`src/source/lsu_pkg.sv`:
```
package lsu_pkg;

  localparam int ADDR_W    = 10;   // Word address
  localparam int DATA_W    = 32;
  localparam int TAG_W     = 6;
  localparam int NUM_PIPES = 2;    // Round-robin arbiter is built for two

  // Load queue entry state
  typedef enum logic [1:0] {
    EMPTY  = 2'd0,
    WAIT   = 2'd1,   // Allocated, needs issue or replay
    ISSUED = 2'd2,   // Owned by a load pipe
    DONE   = 2'd3    // Data captured, waiting to retire
  } ldq_state_e;

  typedef struct packed {
    logic [TAG_W-1:0]  tag;
    logic [ADDR_W-1:0] addr;
  } disp_t;

  typedef struct packed {
    logic              valid;
    logic              wr;
    logic [ADDR_W-1:0] addr;
    logic [DATA_W-1:0] wdata;
  } mem_req_t;

  // Pipe result, conflict means replay
  typedef struct packed {
    logic              valid;
    logic              conflict;
    logic [DATA_W-1:0] data;
  } pipe_update_t;

  typedef struct packed {
    logic              valid;
    logic [TAG_W-1:0]  tag;
    logic [DATA_W-1:0] data;
  } done_rpt_t;

endpackage

```
`src/source/load_pipe.sv`:
```
`timescale 1ns/1ps

module load_pipe import lsu_pkg::*; #(
  parameter int  LDQ_SIZE = 4,
  localparam int IDX_W    = $clog2(LDQ_SIZE)
) (
  input  logic              i_clk,
  input  logic              i_reset_n,
  input  logic              i_issue_valid,
  input  logic [IDX_W-1:0]  i_issue_index,
  input  logic [ADDR_W-1:0] i_issue_addr,
  output mem_req_t          o_mem_req,
  input  logic              i_mem_gnt,
  input  logic [DATA_W-1:0] i_mem_rdata,
  output pipe_update_t      o_update,
  output logic [IDX_W-1:0]  o_update_index
);

  logic              r_s1_valid;
  logic [IDX_W-1:0]  r_s1_index;
  logic [ADDR_W-1:0] r_s1_addr;
  logic              r_s2_valid;
  logic [IDX_W-1:0]  r_s2_index;

  logic w_refused;
  logic w_hold;

  assign w_refused = r_s1_valid && !i_mem_gnt;
  assign w_hold    = w_refused && r_s2_valid;   // Update port busy with data, retry

  always_comb begin
    o_mem_req       = '0;
    o_mem_req.valid = r_s1_valid;
    o_mem_req.addr  = r_s1_addr;
  end

  // Stage 2 data beats a stage 1 conflict
  always_comb begin
    o_update       = '0;
    o_update_index = r_s2_index;
    if (r_s2_valid) begin
      o_update.valid = 1'b1;
      o_update.data  = i_mem_rdata;
    end else if (w_refused) begin
      o_update.valid    = 1'b1;
      o_update.conflict = 1'b1;
      o_update_index    = r_s1_index;
    end
  end

  always_ff @(posedge i_clk or negedge i_reset_n) begin
    if (!i_reset_n) begin
      r_s1_valid <= 1'b0;
      r_s2_valid <= 1'b0;
    end else begin
      if (!w_hold) r_s1_valid <= i_issue_valid;
      r_s2_valid <= r_s1_valid && i_mem_gnt;
    end
  end

  always_ff @(posedge i_clk) begin
    if (i_issue_valid && !w_hold) begin
      r_s1_index <= i_issue_index;
      r_s1_addr  <= i_issue_addr;
    end
    if (r_s1_valid && i_mem_gnt) r_s2_index <= r_s1_index;
  end

  // Queue must hold off issue while stage 1 retries
  a_no_issue_on_hold: assert property (@(posedge i_clk) disable iff (!i_reset_n)
    w_hold |-> !i_issue_valid);

endmodule

```
`config.mk`:
```
export PLATFORM = sky130hd
export DESIGN_NAME = load_pipe
export DESIGN_NICKNAME = d
export VERILOG_FILES = /design/src/source/lsu_pkg.sv /design/src/source/load_pipe.sv
export SDC_FILE = /design/constraint.sdc
export NUM_CORES = 1
export LEC_CHECK = 0
export BUFFER_PORTS_ARGS = -buffer_cell sky130_fd_sc_hd__buf_4
export CORE_MARGIN = 3
export CORE_UTILIZATION = 34
export DETAILED_ROUTE_END_ITERATION = 8
export PLACE_DENSITY = 0.84
export SLEW_MARGIN = 15
export SYNTH_ARGS = -nofsm -noshare
export SYNTH_HDL_FRONTEND = slang
export SYNTH_SLANG_ARGS = --single-unit
```
`constraint.sdc`:
```
create_clock -name i_clk -period 3.63 [get_ports i_clk]
set_clock_uncertainty 0.1 [all_clocks]
set_input_delay 0.1815 -clock i_clk [delete_from_list [all_inputs] [get_ports i_clk]]
set_output_delay 0.1815 -clock i_clk [all_outputs]
set_load 0.02 [all_outputs]
```
==> results of run 1 <==
-- registers in the layout, indices dropped and copies added, names as in the netlist --
name	count
r_s2_index	2
r_s1_valid	1
r_s1_index	2
r_s1_addr	10
r_s2_valid	1
-- how the worst max path moves through the flow --
| stage | depth (start not counted) | startpoint | endpoint | slack (ns) |
|---|---|---|---|---|
| floorplan | 2 | r_s2_valid | r_s1_addr[0] | 1.57 |
| global placement | 3 | r_s2_valid | o_update_index[1] | 1.83 |
| detailed placement | 3 | r_s2_valid | o_update_index[0] | 1.79 |
| CTS | 3 | r_s2_valid | o_update_index[0] | 1.47 |
| global route | 3 | r_s2_valid | o_update_index[0] | 1.35 |
| finish | 3 | r_s2_valid | o_update_index[0] | 1.50 |
-- report_power, final --
group	switching, mW	internal (mW)	total, mW
Clock	0.0526	0.0611	0.114
Combinational	0.0932	0.0852	0.178
Sequential	0.00856	0.212	0.221
-- final cells by class --
class	count	area share (%)
multi-input cells	73	22.3
clock buffers	4	2.02
well taps	31	2.15
repair buffers	109	47.4
flip-flops and latches	16	26.1
-- cells in the mapped netlist (all sizes together) --
| cell | instances | area [µm²] |
|---|---|---|
| buf | 36 | 265 |
| a21boi | 1 | 7.51 |
| or2 | 1 | 6.26 |
| nor3b | 1 | 18.8 |
| clkbuf | 1 | 3.75 |
| edfxtp | 14 | 420 |
| dfrtp | 2 | 50.1 |
| nor2b | 1 | 6.26 |
| conb | 1 | 3.75 |
| and2 | 33 | 209 |
| a21o | 1 | 7.51 |
| mux2 | 2 | 22.5 |
-- logic make-up after synthesis --
family / count (synthesis) / share of synthesized area (%)
other: 1 / 0.367
AOI/OAI and AO/OA: 2 / 1.47
and+or+nand+nor: 36 / 23.5
DFF: 16 / 46.1
muxes: 2 / 2.21
buffers and inverters: 37 / 26.3
-- metal layers --
layer / vias to the layer above / routed length (µm)
met5: - / 0
met3: 2 / 405
li1: 448 / -
met4: 0 / 18
met1: 397 / 999
met2: 70 / 1590
-- per-stage QoR --
step	util (%)	hold slack, ns	cells	cell area [µm²]	power, mW
floorplan	-	-0.214	126	1140	0.337
global placement	57.9	-0.135	215	1620	0.389
detailed placement	57.9	-0.134	215	1620	0.391
CTS	64.2	0.0925	233	1800	0.515
global route	64.2	0.113	233	1800	0.536
finish	64.2	0.105	233	1800	0.513
==> flow_summary.yaml, run 1 <==
run_status:
  outcome: "finished clean"
global_routing:
  use_met3_pct: 5.32
  grt_pass1_vias: 859
  grt_use_met1_pct: 16.5
  grt_use_total_pct: 15.4
  grt_busiest_layer: "met2"
  grt_overflow: 0
  antenna_found_initial: 0
  grt_use_met2_pct: 27.9
  grt_max_degree: 37
  grt_pass1_wl_um: 4170
worst_setup_path:
  reg2reg_depth: 2
  cp-end-kind: "primary output"
  startpoint_type: "register"
  reg2reg_to: "r_s1_addr[8]"
  cp.buffers_inverters: 1
  crit_family: "flip-flops"
  crit_type: "register to primary output"
  r2r_start: "r_s2_valid"
  cp.arrival_ns: 1.85
  worstPathCellList: "nor3b_4 > mux2_2 > buf_4"
  reg2reg_slack_ns: 1.98
  slowest_stage: "dfrtp_1"
  crit_path_max_incr_delay_ns: 0.69
  critPathRequiredTime_ns: 3.35
  path_max_fanout: 36
clocking:
  cts.clk_slew.worst_paths_ns: 0.09
  cts-root-buf: "clkbuf_4"
  cts_resized: 0
  hold_buffers: 14
  cts_tree: "built"
  clock_path_buffers: 2
  htreeDepth: 1
  post_cts_buffers: 0
  cts_buffers: 3
  cts_sinks: 16
  worstSkewPairLatency_ns: 0.28
sta:
  fin_crit_sh_pct: 58.7
  layout_setup_ws_ns: 1.50
  fin_crit_ns: 2.13
  slew-limit-headroom_pct: 46.8
  fmax_mhz: 470
  setup_viol: 0
  worst-slew-pin-transition_ns: 0.798
  grt_setup_unrepaired: "no"
  tns_ns: 0
  drv_slew: 0
  hold_viol_final: 0
synth:
  yosys_warnings: 0
  syn_inst: 94
  synth_cell_types: 14
  synth-seq-area-share_pct: 46.1
  synth_area_um2: 1020
  yosys_register_bits: 16
  syn_area_per_cell_um2: 10.9
layout:
  regArea_um2: 470
  area_growth_syn_to_layout_pct: 76.3
  layout_common_cells: "95 x buf_4, 33 x conb_1, 31 x and2_1"
  multi_input_comb_area_um2: 402
  drive_above_1_share_pct: 52.0
  diodes: 0
  final_common_cell: "buf_4"
  num-nets-final: 251
  fill_cells: 226
placed_design:
  gp_congestion: 0.728
  port_buffers: 94
  dpl.hpwl_um: 2340
  place_ws_ns: 1.79
die:
  ios: 128
  die_area_um2: 3700
  die_height_um: 60.8
  rows: 19
  coreArea_um2: 2810
  die_x_um: 60.8
  initial_core_util_pct: 36.4
power_and_ir_drop:
  cellPowerDensity_nw_per_um2: 285
  p_leak_nw: 0.941
  vdd_drop_max_v: 0.000267
detailed_routing:
  wirelength_um: 3010
  viasPerCell: 3.94
  drtIter0Drc: 19
  detail-route-antenna-nets: 0
  route.detailed.drc: 0
  vias: 917
  drt_pre_antenna_iters: 3
  wl_per_cell_um: 12.9
job:
  drv_cap: 0
min_path:
  hold_path_class: "primary input to async pin"
(Power assumes the default switching activity.)
==> run 2, diff against run 1 <==
CORE_UTILIZATION = 29   (was 34)
PLACE_DENSITY = 0.77   (was 0.84)
clock period = 1.8 ns   (was 3.63 ns; I/O delays follow)
==> flow_summary.yaml, run 2 (synthesis gave the netlist of run 1 again) <==
layout:
  diodes: 0
  top_regs: "r_s1_addr (10), r_s1_index (2), r_s2_index (2)"
  layout_common_cells: "96 x buf_4, 33 x conb_1, 31 x and2_1"
  top_register: "r_s1_addr"
  fill_cells: 269
  num-nets-final: 252
  fin_cells: 247
  area_growth_syn_to_layout_pct: 77.8
  final_common_cell: "buf_4"
  largest_register_ffs: 10
  drive_above_1_share_pct: 52.2
detailed_routing:
  vias: 927
  route.detailed.drc: 0
  wirelength_um: 2760
  drt_pre_antenna_iters: 3
  drtIter0Drc: 8
  detail-route-antenna-nets: 0
  wl_per_cell_um: 11.2
  viasPerCell: 3.75
power_and_ir_drop:
  p_leak_nw: 0.940
  cellPowerDensity_nw_per_um2: 545
  vdd_drop_max_v: 0.000564
  total_power_mw: 0.989
global_routing:
  grt_use_total_pct: 12.0
  grt_max_degree: 31
  antenna_found_initial: 0
  grt_pass1_wl_um: 3990
  grt_overflow: 0
  grt_pass1_vias: 884
worst_setup_path:
  cp-end-kind: "primary output"
  startpoint_type: "register"
  critPathRequiredTime_ns: 1.61
  path_max_fanout: 7
  crit_type: "register to primary output"
  cp.arrival_ns: 1.53
die:
  die_height_um: 65.3
  die_x_um: 65.3
  rows: 20
  ios: 128
  coreArea_um2: 3200
  initial_core_util_pct: 31.9
  die_area_um2: 4270
sta:
  layout_setup_ws_ns: 0.0799
  hold_viol_final: 0
  hold_ws_ns: 0.0443
  drv_slew: 0
  fin_crit_sh_pct: 95.6
  grt_setup_unrepaired: "no"
  fmax_mhz: 581
  tns_ns: 0
  setup_viol: 0
  fin_crit_ns: 1.72
placed_design:
  place_ws_ns: 0.378
  dpl.cell_count: 229
  dpl.hpwl_um: 2190
  gp_congestion: 0.697
  port_buffers: 94
clocking:
  worstSkewPairLatency_ns: 0.27
  post_cts_buffers: 0
  cts_tree: "built"
  cts-root-buf: "clkbuf_4"
  cts_sinks: 16
  htreeDepth: 1
  cts.clk_slew.worst_paths_ns: 0.08
  clock_path_buffers: 2
  cts_buffers: 3
min_path:
  hold_path_class: "primary input to async pin"
run_status:
  outcome: "finished clean"
job:
  drv_cap: 0
[run 2: changes by cell type in the layout (fill, tap and decap cells not counted), sizes merged]
cell  delta
buf      +1
[run 2: through the flow]
step / cell area [µm²] / util, %
detailed placement: 1650 / 51.4
global placement: 1650 / 51.4
finish: 1820 / 56.7
global route: 1820 / 56.7
floorplan: 1140 / -
CTS: 1810 / 56.6
[run 2: path summary, 6_finish.rpt]
check                                    endpoint  slack (ns)  cells past startpoint          start
worst min-delay path                   r_s1_valid        0.04                      2      i_reset_n
worst max-delay path            o_update_index[0]        0.08                      3     r_s2_valid
min in group i_clk                     r_s2_valid        0.05                      2      i_mem_gnt
worst min register to register      r_s2_index[0]        0.37                      0  r_s1_index[0]
max in group asynchronous              r_s2_valid        1.46                      2      i_reset_n
worst max register to register       r_s1_addr[7]        0.42                      3     r_s1_valid
[run 2: layout make-up]
type	count	area, µm²	share of cell area (%)
repair buffers	110	861	47.4
flip-flops and latches	16	472	26.0
multi-input cells	73	402	22.1
well taps	44	55.1	3.03
clock buffers	4	26.3	1.45
[run 2: power breakdown]
| part | leakage, nW | switching [mW] | internal, mW |
|---|---|---|---|
| sequential | 0.159 | 0.0107 | 0.428 |
| clock | 0.0150 | 0.0982 | 0.0858 |
| combinational | 0.766 | 0.192 | 0.174 |
| total | 0.940 | 0.301 | 0.688 |
[run 2: worst max-delay path, cell delays in order, from the launching register on]
cell     delay (ns)
dfrtp_2        0.47
nor3b_4        0.27
mux2_2         0.36
buf_4          0.16
[run 2: timing repair]
| action | in CTS | in global routing |
|---|---|---|
| endpoints found under the setup margin | 0 | 2 |
| hold buffers | 14 | 0 |
| endpoints found under the hold margin | 15 | 0 |
| gates resized for setup | 0 | 1 |
[run 2: metal layers]
metal  vias to the layer above  share of wire, %  track usage (%)
met4                         0               1.2             4.92
met3                         4                12             4.27
met5                         -                 0                0
met2                        64                57             23.9
met1                       410                30             10.7
li1                        449                 -                -
