File: config.mk
export PLATFORM = sky130hd
export DESIGN_NAME = load_queue
export DESIGN_NICKNAME = d
export VERILOG_FILES = /design/src/source/lsu_pkg.sv /design/src/source/load_queue.sv
export SDC_FILE = /design/constraint.sdc
export NUM_CORES = 1
export LEC_CHECK = 0
export ABC_AREA = 1
export ABC_CLOCK_PERIOD_IN_PS = 2600
export BUFFER_PORTS_ARGS = -buffer_cell sky130_fd_sc_hd__buf_2
export CAP_MARGIN = 40
export CORE_MARGIN = 1.5
export CORE_UTILIZATION = 40
export DETAILED_ROUTE_END_ITERATION = 7
export SLEW_MARGIN = 30
export SYNTH_ARGS = -nofsm -noshare
export SYNTH_HDL_FRONTEND = slang
export SYNTH_SLANG_ARGS = --single-unit
File: constraint.sdc
create_clock -name i_clk -period 2.6 [get_ports i_clk]
set_input_delay 0.26 -clock i_clk [delete_from_list [all_inputs] [get_ports i_clk]]
set_output_delay 0.26 -clock i_clk [all_outputs]
set_load 0.01 [all_outputs]
File: src/source/lsu_pkg.sv
package lsu_pkg;

  localparam int ADDR_W    = 10;   // Word address
  localparam int DATA_W    = 32;
  localparam int TAG_W     = 6;
  localparam int NUM_PIPES = 2;    // Round-robin arbiter is built for two

  // Load queue entry state
  typedef enum logic [1:0] {
    EMPTY  = 2'd0,
    WAIT   = 2'd1,   // Allocated, needs issue or replay
    ISSUED = 2'd2,   // Owned by a load pipe
    DONE   = 2'd3    // Data captured, waiting to retire
  } ldq_state_e;

  typedef struct packed {
    logic [TAG_W-1:0]  tag;
    logic [ADDR_W-1:0] addr;
  } disp_t;

  typedef struct packed {
    logic              valid;
    logic              wr;
    logic [ADDR_W-1:0] addr;
    logic [DATA_W-1:0] wdata;
  } mem_req_t;

  // Pipe result, conflict means replay
  typedef struct packed {
    logic              valid;
    logic              conflict;
    logic [DATA_W-1:0] data;
  } pipe_update_t;

  typedef struct packed {
    logic              valid;
    logic [TAG_W-1:0]  tag;
    logic [DATA_W-1:0] data;
  } done_rpt_t;

endpackage

File: src/source/load_queue.sv
`timescale 1ns/1ps

module load_queue import lsu_pkg::*; #(
  parameter int  LDQ_SIZE = 4,
  localparam int IDX_W    = $clog2(LDQ_SIZE)
) (
  input  logic                 i_clk,
  input  logic                 i_reset_n,
  input  logic                 i_disp_valid,
  input  disp_t                i_disp,
  output logic                 o_ldq_full,
  output logic [NUM_PIPES-1:0] o_issue_valid,
  output logic [IDX_W-1:0]     o_issue_index [NUM_PIPES],
  output logic [ADDR_W-1:0]    o_issue_addr [NUM_PIPES],
  input  pipe_update_t         i_update [NUM_PIPES],
  input  logic [IDX_W-1:0]     i_update_index [NUM_PIPES],
  output done_rpt_t            o_done
);

  ldq_state_e        r_state [LDQ_SIZE];
  logic [TAG_W-1:0]  r_tag [LDQ_SIZE];
  logic [ADDR_W-1:0] r_addr [LDQ_SIZE];
  logic [DATA_W-1:0] r_data [LDQ_SIZE];

  logic [IDX_W-1:0]  r_in_ptr;
  logic [IDX_W-1:0]  r_out_ptr;
  logic [IDX_W:0]    r_count;

  logic [LDQ_SIZE-1:0]  w_alloc;
  logic [LDQ_SIZE-1:0]  w_issue_hit;
  logic [LDQ_SIZE-1:0]  w_upd_hit;
  logic [LDQ_SIZE-1:0]  w_upd_conflict;
  logic [DATA_W-1:0]    w_upd_data [LDQ_SIZE];
  logic [NUM_PIPES-1:0] w_data_return;

  assign o_ldq_full = (r_count == (IDX_W+1)'(LDQ_SIZE));

  // =========================================================================
  // Issue pick, lowest WAIT entry of each pipe's parity
  // =========================================================================
  always_comb begin
    for (int p = 0; p < NUM_PIPES; p++) begin
      // Pipe returning data may need stage 1 for a refused load
      w_data_return[p] = i_update[p].valid && !i_update[p].conflict;
      o_issue_valid[p] = 1'b0;
      o_issue_index[p] = '0;
      for (int i = LDQ_SIZE - 1; i >= 0; i--) begin
        if ((i % NUM_PIPES) == p && r_state[i] == WAIT) begin
          o_issue_valid[p] = 1'b1;
          o_issue_index[p] = IDX_W'(i);
        end
      end
      if (w_data_return[p]) begin
        o_issue_valid[p] = 1'b0;
      end
      o_issue_addr[p] = r_addr[o_issue_index[p]];
    end
  end

  // Per-entry decode of allocation, issue and pipe updates
  always_comb begin
    for (int i = 0; i < LDQ_SIZE; i++) begin
      w_alloc[i]        = i_disp_valid && (r_in_ptr == IDX_W'(i));
      w_issue_hit[i]    = 1'b0;
      w_upd_hit[i]      = 1'b0;
      w_upd_conflict[i] = 1'b0;
      w_upd_data[i]     = '0;
      for (int p = 0; p < NUM_PIPES; p++) begin
        if (o_issue_valid[p] && o_issue_index[p] == IDX_W'(i)) begin
          w_issue_hit[i] = 1'b1;
        end
        if (i_update[p].valid && i_update_index[p] == IDX_W'(i)) begin
          w_upd_hit[i]      = 1'b1;
          w_upd_conflict[i] = i_update[p].conflict;
          w_upd_data[i]     = i_update[p].data;
        end
      end
    end
  end

  // =========================================================================
  // Entry state machines
  // =========================================================================
  always_ff @(posedge i_clk or negedge i_reset_n) begin
    if (!i_reset_n) begin
      for (int i = 0; i < LDQ_SIZE; i++) begin
        r_state[i] <= EMPTY;
      end
    end else begin
      for (int i = 0; i < LDQ_SIZE; i++) begin
        case (r_state[i])
          EMPTY:   if (w_alloc[i]) r_state[i] <= WAIT;
          WAIT:    if (w_issue_hit[i]) r_state[i] <= ISSUED;
          ISSUED:  if (w_upd_hit[i]) r_state[i] <= w_upd_conflict[i] ? WAIT : DONE;
          DONE:    if (o_done.valid && r_out_ptr == IDX_W'(i)) r_state[i] <= EMPTY;
          default: r_state[i] <= EMPTY;
        endcase
      end
    end
  end

  always_ff @(posedge i_clk) begin
    for (int i = 0; i < LDQ_SIZE; i++) begin
      if (w_alloc[i]) begin
        r_tag[i]  <= i_disp.tag;
        r_addr[i] <= i_disp.addr;
      end
      if (w_upd_hit[i] && !w_upd_conflict[i]) begin
        r_data[i] <= w_upd_data[i];
      end
    end
  end

  always_ff @(posedge i_clk or negedge i_reset_n) begin
    if (!i_reset_n) begin
      r_in_ptr  <= '0;
      r_out_ptr <= '0;
      r_count   <= '0;
    end else begin
      if (i_disp_valid) r_in_ptr <= r_in_ptr + 1'b1;
      if (o_done.valid) r_out_ptr <= r_out_ptr + 1'b1;
      case ({i_disp_valid, o_done.valid})
        2'b10:   r_count <= r_count + 1'b1;
        2'b01:   r_count <= r_count - 1'b1;
        default: r_count <= r_count;
      endcase
    end
  end

  // In-order retirement from the out-pointer
  always_comb begin
    o_done.valid = (r_state[r_out_ptr] == DONE);
    o_done.tag   = r_tag[r_out_ptr];
    o_done.data  = r_data[r_out_ptr];
  end

  a_no_disp_when_full: assert property (@(posedge i_clk) disable iff (!i_reset_n)
    i_disp_valid |-> !o_ldq_full);

  for (genvar p = 0; p < NUM_PIPES; p++) begin : g_upd_chk
    a_update_on_issued: assert property (@(posedge i_clk) disable iff (!i_reset_n)
      i_update[p].valid |-> r_state[i_update_index[p]] == ISSUED);
  end

endmodule

==> metrics.log <==
INFO  metric regToRegSetupSlack = 0.59 ns
INFO  metric synth_sequential_area_ratio = 63.6%
INFO  metric run_status = finished clean
INFO  metric netlist_area_before_placement = 9660 µm²
INFO  metric dieHeight = 158 µm
INFO  metric core_region_area = 23600 µm²
INFO  metric critical_path.max_fanout = 13
INFO  metric skew = 0.00577 ns
INFO  metric totalWireLength = 26.3 mm
INFO  metric synth.net_count = 1004
INFO  metric gr-usage-all-layers = 21.0%
INFO  metric grt_util_met2 = 35.4%
INFO  metric number_of_global_route_vias_before_repair = 7351
INFO  metric initial_standard_cell_utilization_of_the_core = 40.9%
INFO  metric place.gp.congestion = 0.797
INFO  metric std_cell_rows = 56
INFO  metric synth_seq_cells = 207
INFO  metric post-layout-total-power = 12000 µW
INFO  metric worst_hold_path_type = in2reg
INFO  metric cts_buffers = 23
INFO  metric clk-insertion-delay-late = 0.51 ns
INFO  metric post-place-ws = 0.585 ns
INFO  metric yosys_warnings = 0
INFO  metric critical_path_arrival = 2.14 ns
INFO  metric finish.net_count = 1163
INFO  metric setup_viol = 0
INFO  metric detailed_place_hpwl = 15.5 mm
INFO  metric fin_worst_setup_slack = 0.198 ns
INFO  metric busiest_layer = met2
INFO  metric areaGrowthSynthToFinish = 21.4%
INFO  metric wire_per_inst = 18.9 µm
INFO  metric ios = 157
INFO  metric post-route-min-period = 2.40 ns
INFO  metric rsz_0062_raised_after_global_routing = no
INFO  metric post_cts.repair.setup_buffers = 0
INFO  metric final_hold_viol_count = 0
INFO  metric detail_route.vias_per_cell = 5.44
INFO  metric grt_first_pass_wirelength = 40.0 mm
INFO  metric critical_r2r_capture = r_count[2]$_DFFE_PN0P_
INFO  metric max-clock-path-buffers = 3
INFO  metric ys_types = 33
INFO  metric max_clock_freq = 0.416 GHz
INFO  metric io_buffer_count = 155
INFO  metric timing.setup.tns = 0 ns
INFO  metric drc_errors = 0
INFO  metric max_slew.worst_pin.slew = 0.758 ns
INFO  metric p_per_area = 1020 nW/µm²
INFO  metric timing.critical_path.to_type = output port
INFO  metric gr_overflow_total = 0
INFO  metric vdd.ir_drop.worst = 0.606 mV
INFO  metric grt_max_degree = 79
INFO  metric die_area = 25100 µm²
INFO  metric grt.met3_usage = 2.89%
INFO  metric holdPathStages = 2
INFO  metric ratio_of_final_minimum_period_to_clock_period = 92.4%
INFO  metric cts-htree-levels = 1
INFO  metric drtIter0Drc = 725
INFO  metric cts.sink_count = 207
INFO  metric cp.required = 2.34 ns
INFO  metric hp-start = i_disp_valid
INFO  metric clk_root_buffer_cell = sky130_fd_sc_hd__clkbuf_16
INFO  metric whs = 0.0380 ns
INFO  metric met1_usage = 27.8%
INFO  metric static-leakage-power = 0.00451 µW
INFO  metric r2r_path_start = r_out_ptr[1]$_DFFE_PN0N_
INFO  metric instance_count_of_the_mapped_netlist = 903
INFO  metric clkTransAtPathRegs = 0.06 ns
INFO  metric finish.instance_area = 11700 µm²
INFO  metric drt.antenna.violating_nets = 0
INFO  metric cts_tree = yes
INFO  metric max-slew-margin-rel = 49.4%
INFO  metric total_vias_in_the_final_route = 7599
INFO  metric maxCapViolCount = 0
INFO  metric die_w = 158 µm
INFO  metric antenna_violations_before_repair = 0
INFO  metric critPathLaunchType = flop
INFO  metric place_area = 10700 µm²
INFO  metric drt_pre_antenna_iters = 7
INFO  metric timing_worst_setup_path_type = reg2out
INFO  metric diodes = 0
INFO  metric slew_viol_final = 0
INFO  metric hold_path_end = r_in_ptr[0]$_DFFE_PN0P_
INFO  metric drive_above_1_share = 22.0%
INFO  metric r2r.worst_path.cells = 11
INFO  metric syn_area_per_cell = 10.7 µm²
[report_power, final]
part           total (µW)  internal (µW)  switching, µW
registers            4320           4130            193
clock network        3520           2210           1310
logic                4120           1380           2750
total               12000           7710           4250
[per-layer routing]
metal	vias to the layer above	wire length, µm	share of wire, %
li1	3597	-	-
met1	3693	11400	43
met2	264	12900	49
met3	45	1490	5.6
met4	0	644	2.4
met5	-	0	0
[Yosys cell counts, drive strengths merged]
master / number / area share (%)
edfxtp: 192 / 60
o22ai: 166 / 11
inv: 108 / 4.2
nand2: 99 / 3.9
nor2: 85 / 3.4
o21ai: 84 / 4.4
nand3: 53 / 3.2
buf: 35 / 1.9
clkbuf: 25 / 1.0
dfrtp: 15 / 3.9
a21oi: 9 / 0.58
ha: 9 / 1.2
nand4: 7 / 0.65
o211ai: 4 / 0.31
a21boi: 3 / 0.23
xor2: 3 / 0.27
and3: 2 / 0.13
conb: 1 / 0.039
fa: 1 / 0.21
nor3: 1 / 0.052
xnor2: 1 / 0.091
[metrics by stage]
stage / util (%) / std cells
2_1_floorplan: - / 903
3_3_place_gp: 45.5 / 1339
3_5_place_dp: 45.5 / 1339
4_1_cts: 49.7 / 1396
5_1_grt: 49.7 / 1396
6_report: 49.7 / 1396
[sequential cells by signal, summed over array words and instances (netlist names)]
register and count:
r_tag 24, r_in_ptr 2, r_out_ptr 2, r_addr 40
r_count 3, r_state 8, r_data 128
[logic make-up after synthesis]
kind of cell | count (synthesis) | share of synthesized area, %
XOR/XNOR | 4 | 0.363
other | 1 | 0.0388
buffers and inverters | 168 | 7.13
AO/OA/AOI/OAI | 266 | 16.2
AND/OR/NAND/NOR | 247 | 11.3
adder cells (fa/ha/maj) | 10 | 1.37
flip-flops | 207 | 63.6
[critical path, cell delays in order (launching register included)]
cell and delay (ns):
sky130_fd_sc_hd__dfrtp_1 0.41, sky130_fd_sc_hd__inv_1 0.06, sky130_fd_sc_hd__buf_4 0.19, sky130_fd_sc_hd__nand2_1 0.12, sky130_fd_sc_hd__nand2_1 0.27, sky130_fd_sc_hd__inv_1 0.22
sky130_fd_sc_hd__nand2_1 0.11, sky130_fd_sc_hd__nand3_1 0.09, sky130_fd_sc_hd__buf_2 0.15
[cells in the final DEF, fill, tap and decap left out, types with 14 or more instances in the layout]
cell / Yosys / routed
sky130_fd_sc_hd__nor2_1: 83 / 82
sky130_fd_sc_hd__nand3_1: 49 / 49
sky130_fd_sc_hd__buf_2: 23 / 155
sky130_fd_sc_hd__o22ai_1: 166 / 166
sky130_fd_sc_hd__o21ai_0: 72 / 72
sky130_fd_sc_hd__dfrtp_1: 15 / 14
sky130_fd_sc_hd__buf_4: 7 / 21
sky130_fd_sc_hd__nand2_1: 97 / 97
sky130_fd_sc_hd__dlygate4sd3_1: 0 / 17
sky130_fd_sc_hd__inv_1: 103 / 103
sky130_fd_sc_hd__edfxtp_1: 192 / 192
sky130_fd_sc_hd__clkbuf_16: 0 / 23
[how the worst max path moves through the flow]
stage | from | endpoint | slack [ns] | depth (start not counted)
after CTS | r_out_ptr[0]$_DFFE_PN0N_ | o_done[29] | 0.04 | 4
final | r_state[5]$_DFFE_PN0P_ | o_issue_addr[7] | 0.20 | 8
after global routing | r_state[5]$_DFFE_PN0P_ | o_issue_addr[0] | 0.05 | 8
after detailed placement | r_out_ptr[1]$_DFFE_PN0N_ | r_count[2]$_DFFE_PN0P_ | 0.59 | 11
after floorplan | i_update_index[0] | r_data[0][0]$_DFFE_PP_ | 0.05 | 6
after global placement | r_out_ptr[0]$_DFFE_PN0N_ | o_done[29] | 0.62 | 4
[repair_timing]
action,in CTS,in global routing
hold endpoints to repair,79,0
gates resized for setup,0,1
hold buffers,17,0
endpoints found under the setup margin,0,7
[cell type report]
cell class | instances | area (µm²)
clock buffers | 24 | 579
clock inverters | 16 | 238
fillers | 2205 | 11900
inverters | 108 | 405
multi-input cells | 528 | 2850
flip-flops and latches | 207 | 6140
well taps | 319 | 399
repair buffers | 194 | 1110
No activity file was read; power rests on OpenSTA's default activity.
