$ cat src/source/lsu_pkg.sv
package lsu_pkg;

  localparam int ADDR_W    = 10;   // Word address
  localparam int DATA_W    = 32;
  localparam int TAG_W     = 6;
  localparam int NUM_PIPES = 2;    // Round-robin arbiter is built for two

  // Load queue entry state
  typedef enum logic [1:0] {
    EMPTY  = 2'd0,
    WAIT   = 2'd1,   // Allocated, needs issue or replay
    ISSUED = 2'd2,   // Owned by a load pipe
    DONE   = 2'd3    // Data captured, waiting to retire
  } ldq_state_e;

  typedef struct packed {
    logic [TAG_W-1:0]  tag;
    logic [ADDR_W-1:0] addr;
  } disp_t;

  typedef struct packed {
    logic              valid;
    logic              wr;
    logic [ADDR_W-1:0] addr;
    logic [DATA_W-1:0] wdata;
  } mem_req_t;

  // Pipe result, conflict means replay
  typedef struct packed {
    logic              valid;
    logic              conflict;
    logic [DATA_W-1:0] data;
  } pipe_update_t;

  typedef struct packed {
    logic              valid;
    logic [TAG_W-1:0]  tag;
    logic [DATA_W-1:0] data;
  } done_rpt_t;

endpackage

$ cat src/source/mem_arbiter.sv
`timescale 1ns/1ps

module mem_arbiter import lsu_pkg::*; (
  input  logic                 i_clk,
  input  logic                 i_reset_n,
  input  mem_req_t             i_wr_req,
  input  mem_req_t             i_pipe_req [NUM_PIPES],
  output logic [NUM_PIPES-1:0] o_pipe_gnt,
  output mem_req_t             o_mem_req
);

  logic r_last_gnt;   // Pipe granted most recently

  always_comb begin
    o_pipe_gnt = '0;
    if (!i_wr_req.valid) begin
      if (i_pipe_req[0].valid && i_pipe_req[1].valid) begin
        o_pipe_gnt[0] = r_last_gnt;
        o_pipe_gnt[1] = !r_last_gnt;
      end else begin
        o_pipe_gnt[0] = i_pipe_req[0].valid;
        o_pipe_gnt[1] = i_pipe_req[1].valid;
      end
    end
  end

  always_comb begin
    o_mem_req = '0;
    if (i_wr_req.valid) o_mem_req = i_wr_req;   // External write always wins
    else if (o_pipe_gnt[0]) o_mem_req = i_pipe_req[0];
    else if (o_pipe_gnt[1]) o_mem_req = i_pipe_req[1];
  end

  always_ff @(posedge i_clk or negedge i_reset_n) begin
    if (!i_reset_n) begin
      r_last_gnt <= 1'b0;
    end else if (|o_pipe_gnt) begin
      r_last_gnt <= o_pipe_gnt[1];
    end
  end

  a_gnt_onehot: assert property (@(posedge i_clk) disable iff (!i_reset_n)
    $onehot0({i_wr_req.valid, o_pipe_gnt}));

  for (genvar p = 0; p < NUM_PIPES; p++) begin : g_gnt_chk
    a_gnt_to_req: assert property (@(posedge i_clk) disable iff (!i_reset_n)
      o_pipe_gnt[p] |-> i_pipe_req[p].valid);
  end

endmodule

$ cat config.mk
export PLATFORM = sky130hd
export DESIGN_NAME = mem_arbiter
export DESIGN_NICKNAME = d
export VERILOG_FILES = /design/src/source/lsu_pkg.sv /design/src/source/mem_arbiter.sv
export SDC_FILE = /design/constraint.sdc
export NUM_CORES = 1
export LEC_CHECK = 0
export BUFFER_PORTS_ARGS = -buffer_cell sky130_fd_sc_hd__buf_2
export CAP_MARGIN = 15
export CORE_AREA = 3 3 68 70
export CTS_CLUSTER_DIAMETER = 40
export DETAILED_ROUTE_END_ITERATION = 16
export DIE_AREA = 0 0 71 73
export GPL_TIMING_DRIVEN = 0
export PLACE_DENSITY = 0.74
export SYNTH_ARGS = -nofsm -noshare
export SYNTH_HDL_FRONTEND = slang
export SYNTH_SLANG_ARGS = --single-unit
$ cat constraint.sdc
create_clock -name i_clk -period 1.4 [get_ports i_clk]
set_clock_uncertainty 0.15 [all_clocks]
set_input_delay 0 -clock i_clk [delete_from_list [all_inputs] [get_ports i_clk]]
set_output_delay 0 -clock i_clk [all_outputs]
set_load 0.02 [all_outputs]
==> results.md, run 1 <==
* IO Pins at 180
* Synth cell types at 12
* Top Registers: r_last_gnt: 1 flops
* Port Buffers at 178
* Max reg flops at 1
* Final worst-path cycle share at 105.4%
* Type of origin of the critical path: register
* Synth top area share at 45.62%
* Overall power at just over 1 mW
* Max-slew violations at 0
* Crit-path max FO at 10
* Area grow syn2layout at 136.1%
* Diode count at 0
* Lkg Pwr at 1.208 nW
* Syn avg cell area at 8.735 um^2
* Share of cells above drive strength 1 at 67.70%
* Core box area at 4029 um^2
* Number of global-route vias before repair at around 1700
* Rows at 23
* DR vias/cell at around 4.8
* Largest area contributor in the netlist: a221o_1
* Rel. slew slack at between 70% and 80%
* Worst ir drop on vdd at 0.2941 mV
* Max-Cap Viols at 0
* Placement Setup Slack at -0.09659 ns
* Post-Route WL at 5.134 mm
* GRT overflow at 0
* Highest Clock Rate at 0.6777 GHz
* Fillcell total at 391
* CP endpoint kind: output pin
* Post-Place Cells at approximately 340
* CP required at ~1.3 ns
* Post-synthesis sequential area ratio at 2.653%
* DR WL/cell at 15.06 um
* GP Congestion at roughly 0.8
* Power per Cell Area at 464.2 nW/um^2
* Die Wd at between 70 and 80 um
* Final nets at 427
* Failing checks: setup timing
* Synth Instances at 108
* Final ANT Viol Nets at 0
* Mapped Area at 943.4 um^2
* Initial core utilization at 23.42%
* Seq cells post-synth at 1
* DIE HEIGHT at 73 um
* Setup Viol. Count Final at 41
* Final HPWL DP at 4.006 mm
* Slew @ Worst Pin at between 0.3 and 0.4 ns
* Area contributors post-synth: a221o_1, and2_1, buf_6, a21oi_4, nand2b_4
* Synth warn at 0
* Final hold vios at 0
* Setup TNS at -1.724 ns
* Clock slew at reported path FFs at 0 ns
* All-Layer GR Usage at approximately 17%
* Largest net degree at the start of global routing at 11
* Most flops, register: r_last_gnt
* Worst EP arrival at 1.33 ns
* Non-filler cells, final at 341
* DR DRC count at 0
* Status: finished, violations left
* Iter 0 DRT Violations at 43
* DR vias at about 1600
* Initial antenna violation count at 0
* Critical Setup Path Class: register to output pin
* Synthesized net count at 242
* Final WS setup at -0.07564 ns
* Worst skew pair latency at 0 ns
* Class of the worst hold path: input port to async pin
* Final Critical Period at 1.476 ns
* Worst hold slack at 0.1601 ns
* First-pass GRT wire length at 7.479 mm
* Drt first pass iters at 4
* DIE AREA at 5183 um^2
* RSZ-0062 raised after global routing: true
[placed cells by master, fill, tap and decap left out, drive strengths merged]
| cell | Yosys | layout |
|---|---|---|
| dlygate4sd3 | 0 | 1 |
| o21ai | 1 | 1 |
| buf | 9 | 190 |
| or3 | 1 | 1 |
| and2 | 43 | 43 |
| inv | 1 | 1 |
| clkbuf | 0 | 1 |
| dfrtp | 1 | 1 |
| a21oi | 2 | 2 |
| a221o | 43 | 43 |
| nand2 | 1 | 1 |
| dlymetal6s2s | 1 | 1 |
| nand2b | 2 | 2 |
| dlygate4sd1 | 3 | 3 |
[critical path: stages (launching register included)]
cell and delay [ns]:
dfrtp_2 0.41, inv_2 0.08, a21oi_4 0.06, buf_4 0.15
buf_6 0.13, a221o_1 0.34, buf_6 0.14
[area by class of cell]
cell class                 count  area, um^2  share of cell area [%]
tap                           50       62.56                   2.809
timing repair buffer         183        1209                   54.27
inverter                       1       3.754                  0.1685
buffer                        13       151.4                   6.798
sequential                     1       26.28                   1.180
multi-input combinational     93       774.5                   34.78
[stage by stage]
step,cell area [um^2],utilization (%)
3_3_place_gp,1897,47.08
6_report,2227,55.28
2_1_floorplan,943.4,-
4_1_cts,2176,54.01
3_5_place_dp,1897,47.08
5_1_grt,2227,55.28
[power breakdown]
part	total (mW)	leakage [nW]	internal, mW	switching (mW)
combinational	0.989	1.20	0.549	0.439
sequential	0.0451	0.0110	0.0363	0.00877
clock	0	0	0	0
total	1.03	1.21	0.586	0.448
[routing by layer]
layer  global-route usage, %  share of wire, %
met2                   39.65                58
met4                  0.6263              0.37
met5                       0                 0
met3                   2.204               7.4
met1                   16.72                34
[worst paths after layout]
kind / startpoint / end / slack [ns] / cells after the start
min in group i_clk: i_pipe_req[5] / o_mem_req[5] / 0.18 / 3
worst min-delay path: i_reset_n / r_last_gnt$_DFFE_PN0P_ / 0.16 / 2
worst max register to register: r_last_gnt$_DFFE_PN0P_ / r_last_gnt$_DFFE_PN0P_ / 0.52 / 1
worst min register to register: r_last_gnt$_DFFE_PN0P_ / r_last_gnt$_DFFE_PN0P_ / 0.41 / 1
worst max-delay path: r_last_gnt$_DFFE_PN0P_ / o_mem_req[13] / -0.08 / 6
max in group asynchronous: i_reset_n / r_last_gnt$_DFFE_PN0P_ / 0.85 / 2
[cells in the mapped netlist]
master and n:
a221o_1 43, buf_6 9, inv_1 1, nand2_1 1, dfrtp_1 1, dlygate4sd1_1 3, and2_1 43, nand2b_4 2
dlymetal6s2s_1 1, or3_1 1, a21oi_4 2, o21ai_0 1
[logic make-up after synthesis]
logic type,synth area share [%]
flip-flops,2.652
AND/OR/NAND/NOR,32.49
AO/OA/AOI/OAI,49.60
buffers and inverters,15.25
[timing repair]
| item | CTS | global route |
|---|---|---|
| endpoints found under the hold margin | 1 | 0 |
| cloned | 0 | 1 |
| pin swaps | 41 | 3 |
| gates resized for setup | 84 | 4 |
| setup buffers | 3 | 2 |
| endpoints found under the setup margin | 39 | 41 |
| hold buffers | 1 | 0 |
No activity file was read; power rests on OpenSTA's default activity.
==> inputs of run 2 (changes only) <==
--- a/constraint.sdc
+++ b/constraint.sdc
@@ -4,2 +4,2 @@
 set_output_delay 0 -clock i_clk [all_outputs]
-set_load 0.02 [all_outputs]
+set_load 0.1 [all_outputs]
==> run 2 against run 1 <==
Net effect:
- the run still ends with setup timing left
- sequential cell count is the same
- die area did not move
- critical path depth stayed put
- largest power group unchanged
- combinational power is 140% higher
- global-route usage up 4.1 points
==> results.md, run 2 (synthesis results as in run 1) <==
* Status: finished, violations left
* Failing checks: setup timing
* Area grow syn2layout at 236.2%
* Port Buffers at 178 (unchanged)
* Final Critical Period at 1.539 ns (+0.06341 ns)
* Internal reg-to-reg setup slack at 0.37 ns (-0.15 ns)
* Worst ir drop on vdd at 0.4316 mV (+47%)
* Slew @ Worst Pin at 0.4996 ns (+0.1709 ns)
* Number of global-route vias before repair at 1870 (+11%)
* Clock slew at reported path FFs at 0 ns (unchanged)
* Final hold vios at 0 (unchanged)
* Highest Clock Rate at 0.6498 GHz (-4.1%)
* Final nets at 432 (+1.2%)
* Final HPWL DP at 4.558 mm (+14%)
* IO Pins at 180 (unchanged)
* Most common cell after layout, fill and taps aside: buf_2
* Die Wd at 71 um (unchanged)
* Post-Place Cells at 336 (unchanged)
* DR DRC count at 0 (unchanged)
* DIE HEIGHT at 73 um (unchanged)
* Setup TNS at -5.144 ns (-3.419 ns)
* Crit-path max FO at 5 (-5)
* Rows at 23 (unchanged)
* Top Registers: r_last_gnt: 1 flops
* Diode count at 0 (unchanged)
* Power per Cell Area at 754.3 nW/um^2 (+63%)
* All-Layer GR Usage at 21.45% (+4.1 points)
* Drt first pass iters at 4 (unchanged)
* CP endpoint kind: output pin
* Rel. slew slack at 66.92% (-11 points)
* Overall power at 2.393 mW (+130%)
* DR WL/cell at 18.31 um (+22%)
* Cells on worst reg2reg path at 4 (+3)
* Final worst-path cycle share at 109.9% (+4.5 points)
* Post-route design area at 3172 um^2 (+42%)
* GP Congestion at 0.7276 (-7.9%)
* Post-Route WL at 6.336 mm (+23%)
* Class of the worst hold path: input port to async pin
* Final ANT Viol Nets at 0 (unchanged)
* Initial antenna violation count at 0 (unchanged)
* Worst skew pair latency at 0 ns (unchanged)
* Worst EP arrival at 1.39 ns (+0.06 ns)
* Critical Setup Path Class: register to output pin
* Max-slew violations at 0 (unchanged)
* Largest net degree at the start of global routing at 11 (unchanged)
* Lkg Pwr at 1.567 nW (+30%)
* CP required at 1.25 ns (about the same)
* RSZ-0062 raised after global routing: true
* Type of origin of the critical path: register
* Max-Cap Viols at 0 (unchanged)
* Most frequent cells in the layout: buf_2, buf_12, and2_1
* First-pass GRT wire length at 9.128 mm (+22%)
* Placed cell areas at 2359 um^2 (+24%)
* Initial core utilization at 23.42% (unchanged)
* R2r startpoint: r_last_gnt$_DFFE_PN0P_
* Final WS setup at -0.1391 ns (-0.06341 ns)
* DR vias/cell at 5.046 (+5.2%)
* Most flops, register: r_last_gnt
* Share of cells above drive strength 1 at 82.43% (+15 points)
* Core box area at 4029 um^2 (unchanged)
* Worst hold slack at 0.1717 ns (+0.01156 ns)
* GRT overflow at 0 (unchanged)
* Non-filler cells, final at 346 (+1.5%)
* Setup Viol. Count Final at 43 (+4.9%)
* DIE AREA at 5183 um^2 (unchanged)
* DR vias at 1746 (+6.8%)
* Iter 0 DRT Violations at 60 (+40%)
* R2R Path End: r_last_gnt$_DFFE_PN0P_
* Max reg flops at 1 (unchanged)
-- run 2: cell type report --
cell class	count	area, um^2
Inverter	1	3.754
Sequential cell	1	25.02
Tap cell	50	62.56
Fill cell	273	857.1
Multi-Input combinational cell	93	1219
Timing Repair Buffer	188	1657
Buffer	13	205.2
-- run 2: where the power goes --
| group | total (mW) | internal [mW] | switching, mW |
|---|---|---|---|
| Sequential | 0.0405 | 0.0352 | 0.00531 |
| Combinational | 2.35 | 0.974 | 1.38 |
| Clock | 0 | 0 | 0 |
-- run 2: repair_timing --
item,4_1_cts,5_1_grt
hold endpoints to repair,1,0
buffers inserted,6,1
gates cloned,1,1
pin swaps,4,2
hold buffers,1,0
endpoints found under the setup margin,45,44
gates resized for setup,176,8
-- run 2: worst max-delay path, stage by stage (launching register included) --
cell       delay [ns]
dfrtp_1          0.38
inv_2            0.08
a21oi_4          0.06
buf_6            0.15
clkbuf_16        0.16
a221o_4          0.39
buf_12           0.17
-- run 2: worst max-delay path by stage --
stage               depth (start not counted)             to  slack (ns)                    from
floorplan                                   4  o_mem_req[34]        -0.1  r_last_gnt$_DFFE_PN0P_
global placement                            5   o_mem_req[8]       -0.37  r_last_gnt$_DFFE_PN0P_
detailed placement                          5   o_mem_req[5]       -0.39  r_last_gnt$_DFFE_PN0P_
CTS                                         6  o_mem_req[30]       -0.13  r_last_gnt$_DFFE_PN0P_
global route                                6  o_mem_req[22]       -0.17  r_last_gnt$_DFFE_PN0P_
finish                                      6  o_mem_req[37]       -0.14  r_last_gnt$_DFFE_PN0P_
-- run 2: routing by layer --
| metal | share of wire [%] | GRT usage [%] | vias up |
|---|---|---|---|
| met5 | 0 | 0 | - |
| li1 | - | - | 823 |
| met2 | 59 | 44.90 | 100 |
| met3 | 7.7 | 2.479 | 4 |
| met1 | 33 | 23.71 | 819 |
| met4 | 0.73 | 1.461 | 0 |
-- run 2: metrics by stage --
step | worst slack, ns | utilization (%)
6_report | -0.1391 | 78.73
5_1_grt | -0.1706 | 78.73
4_1_cts | -0.1297 | 77.08
3_5_place_dp | -0.3890 | 58.54
3_3_place_gp | -0.3702 | 58.54
2_1_floorplan | -0.09791 | -
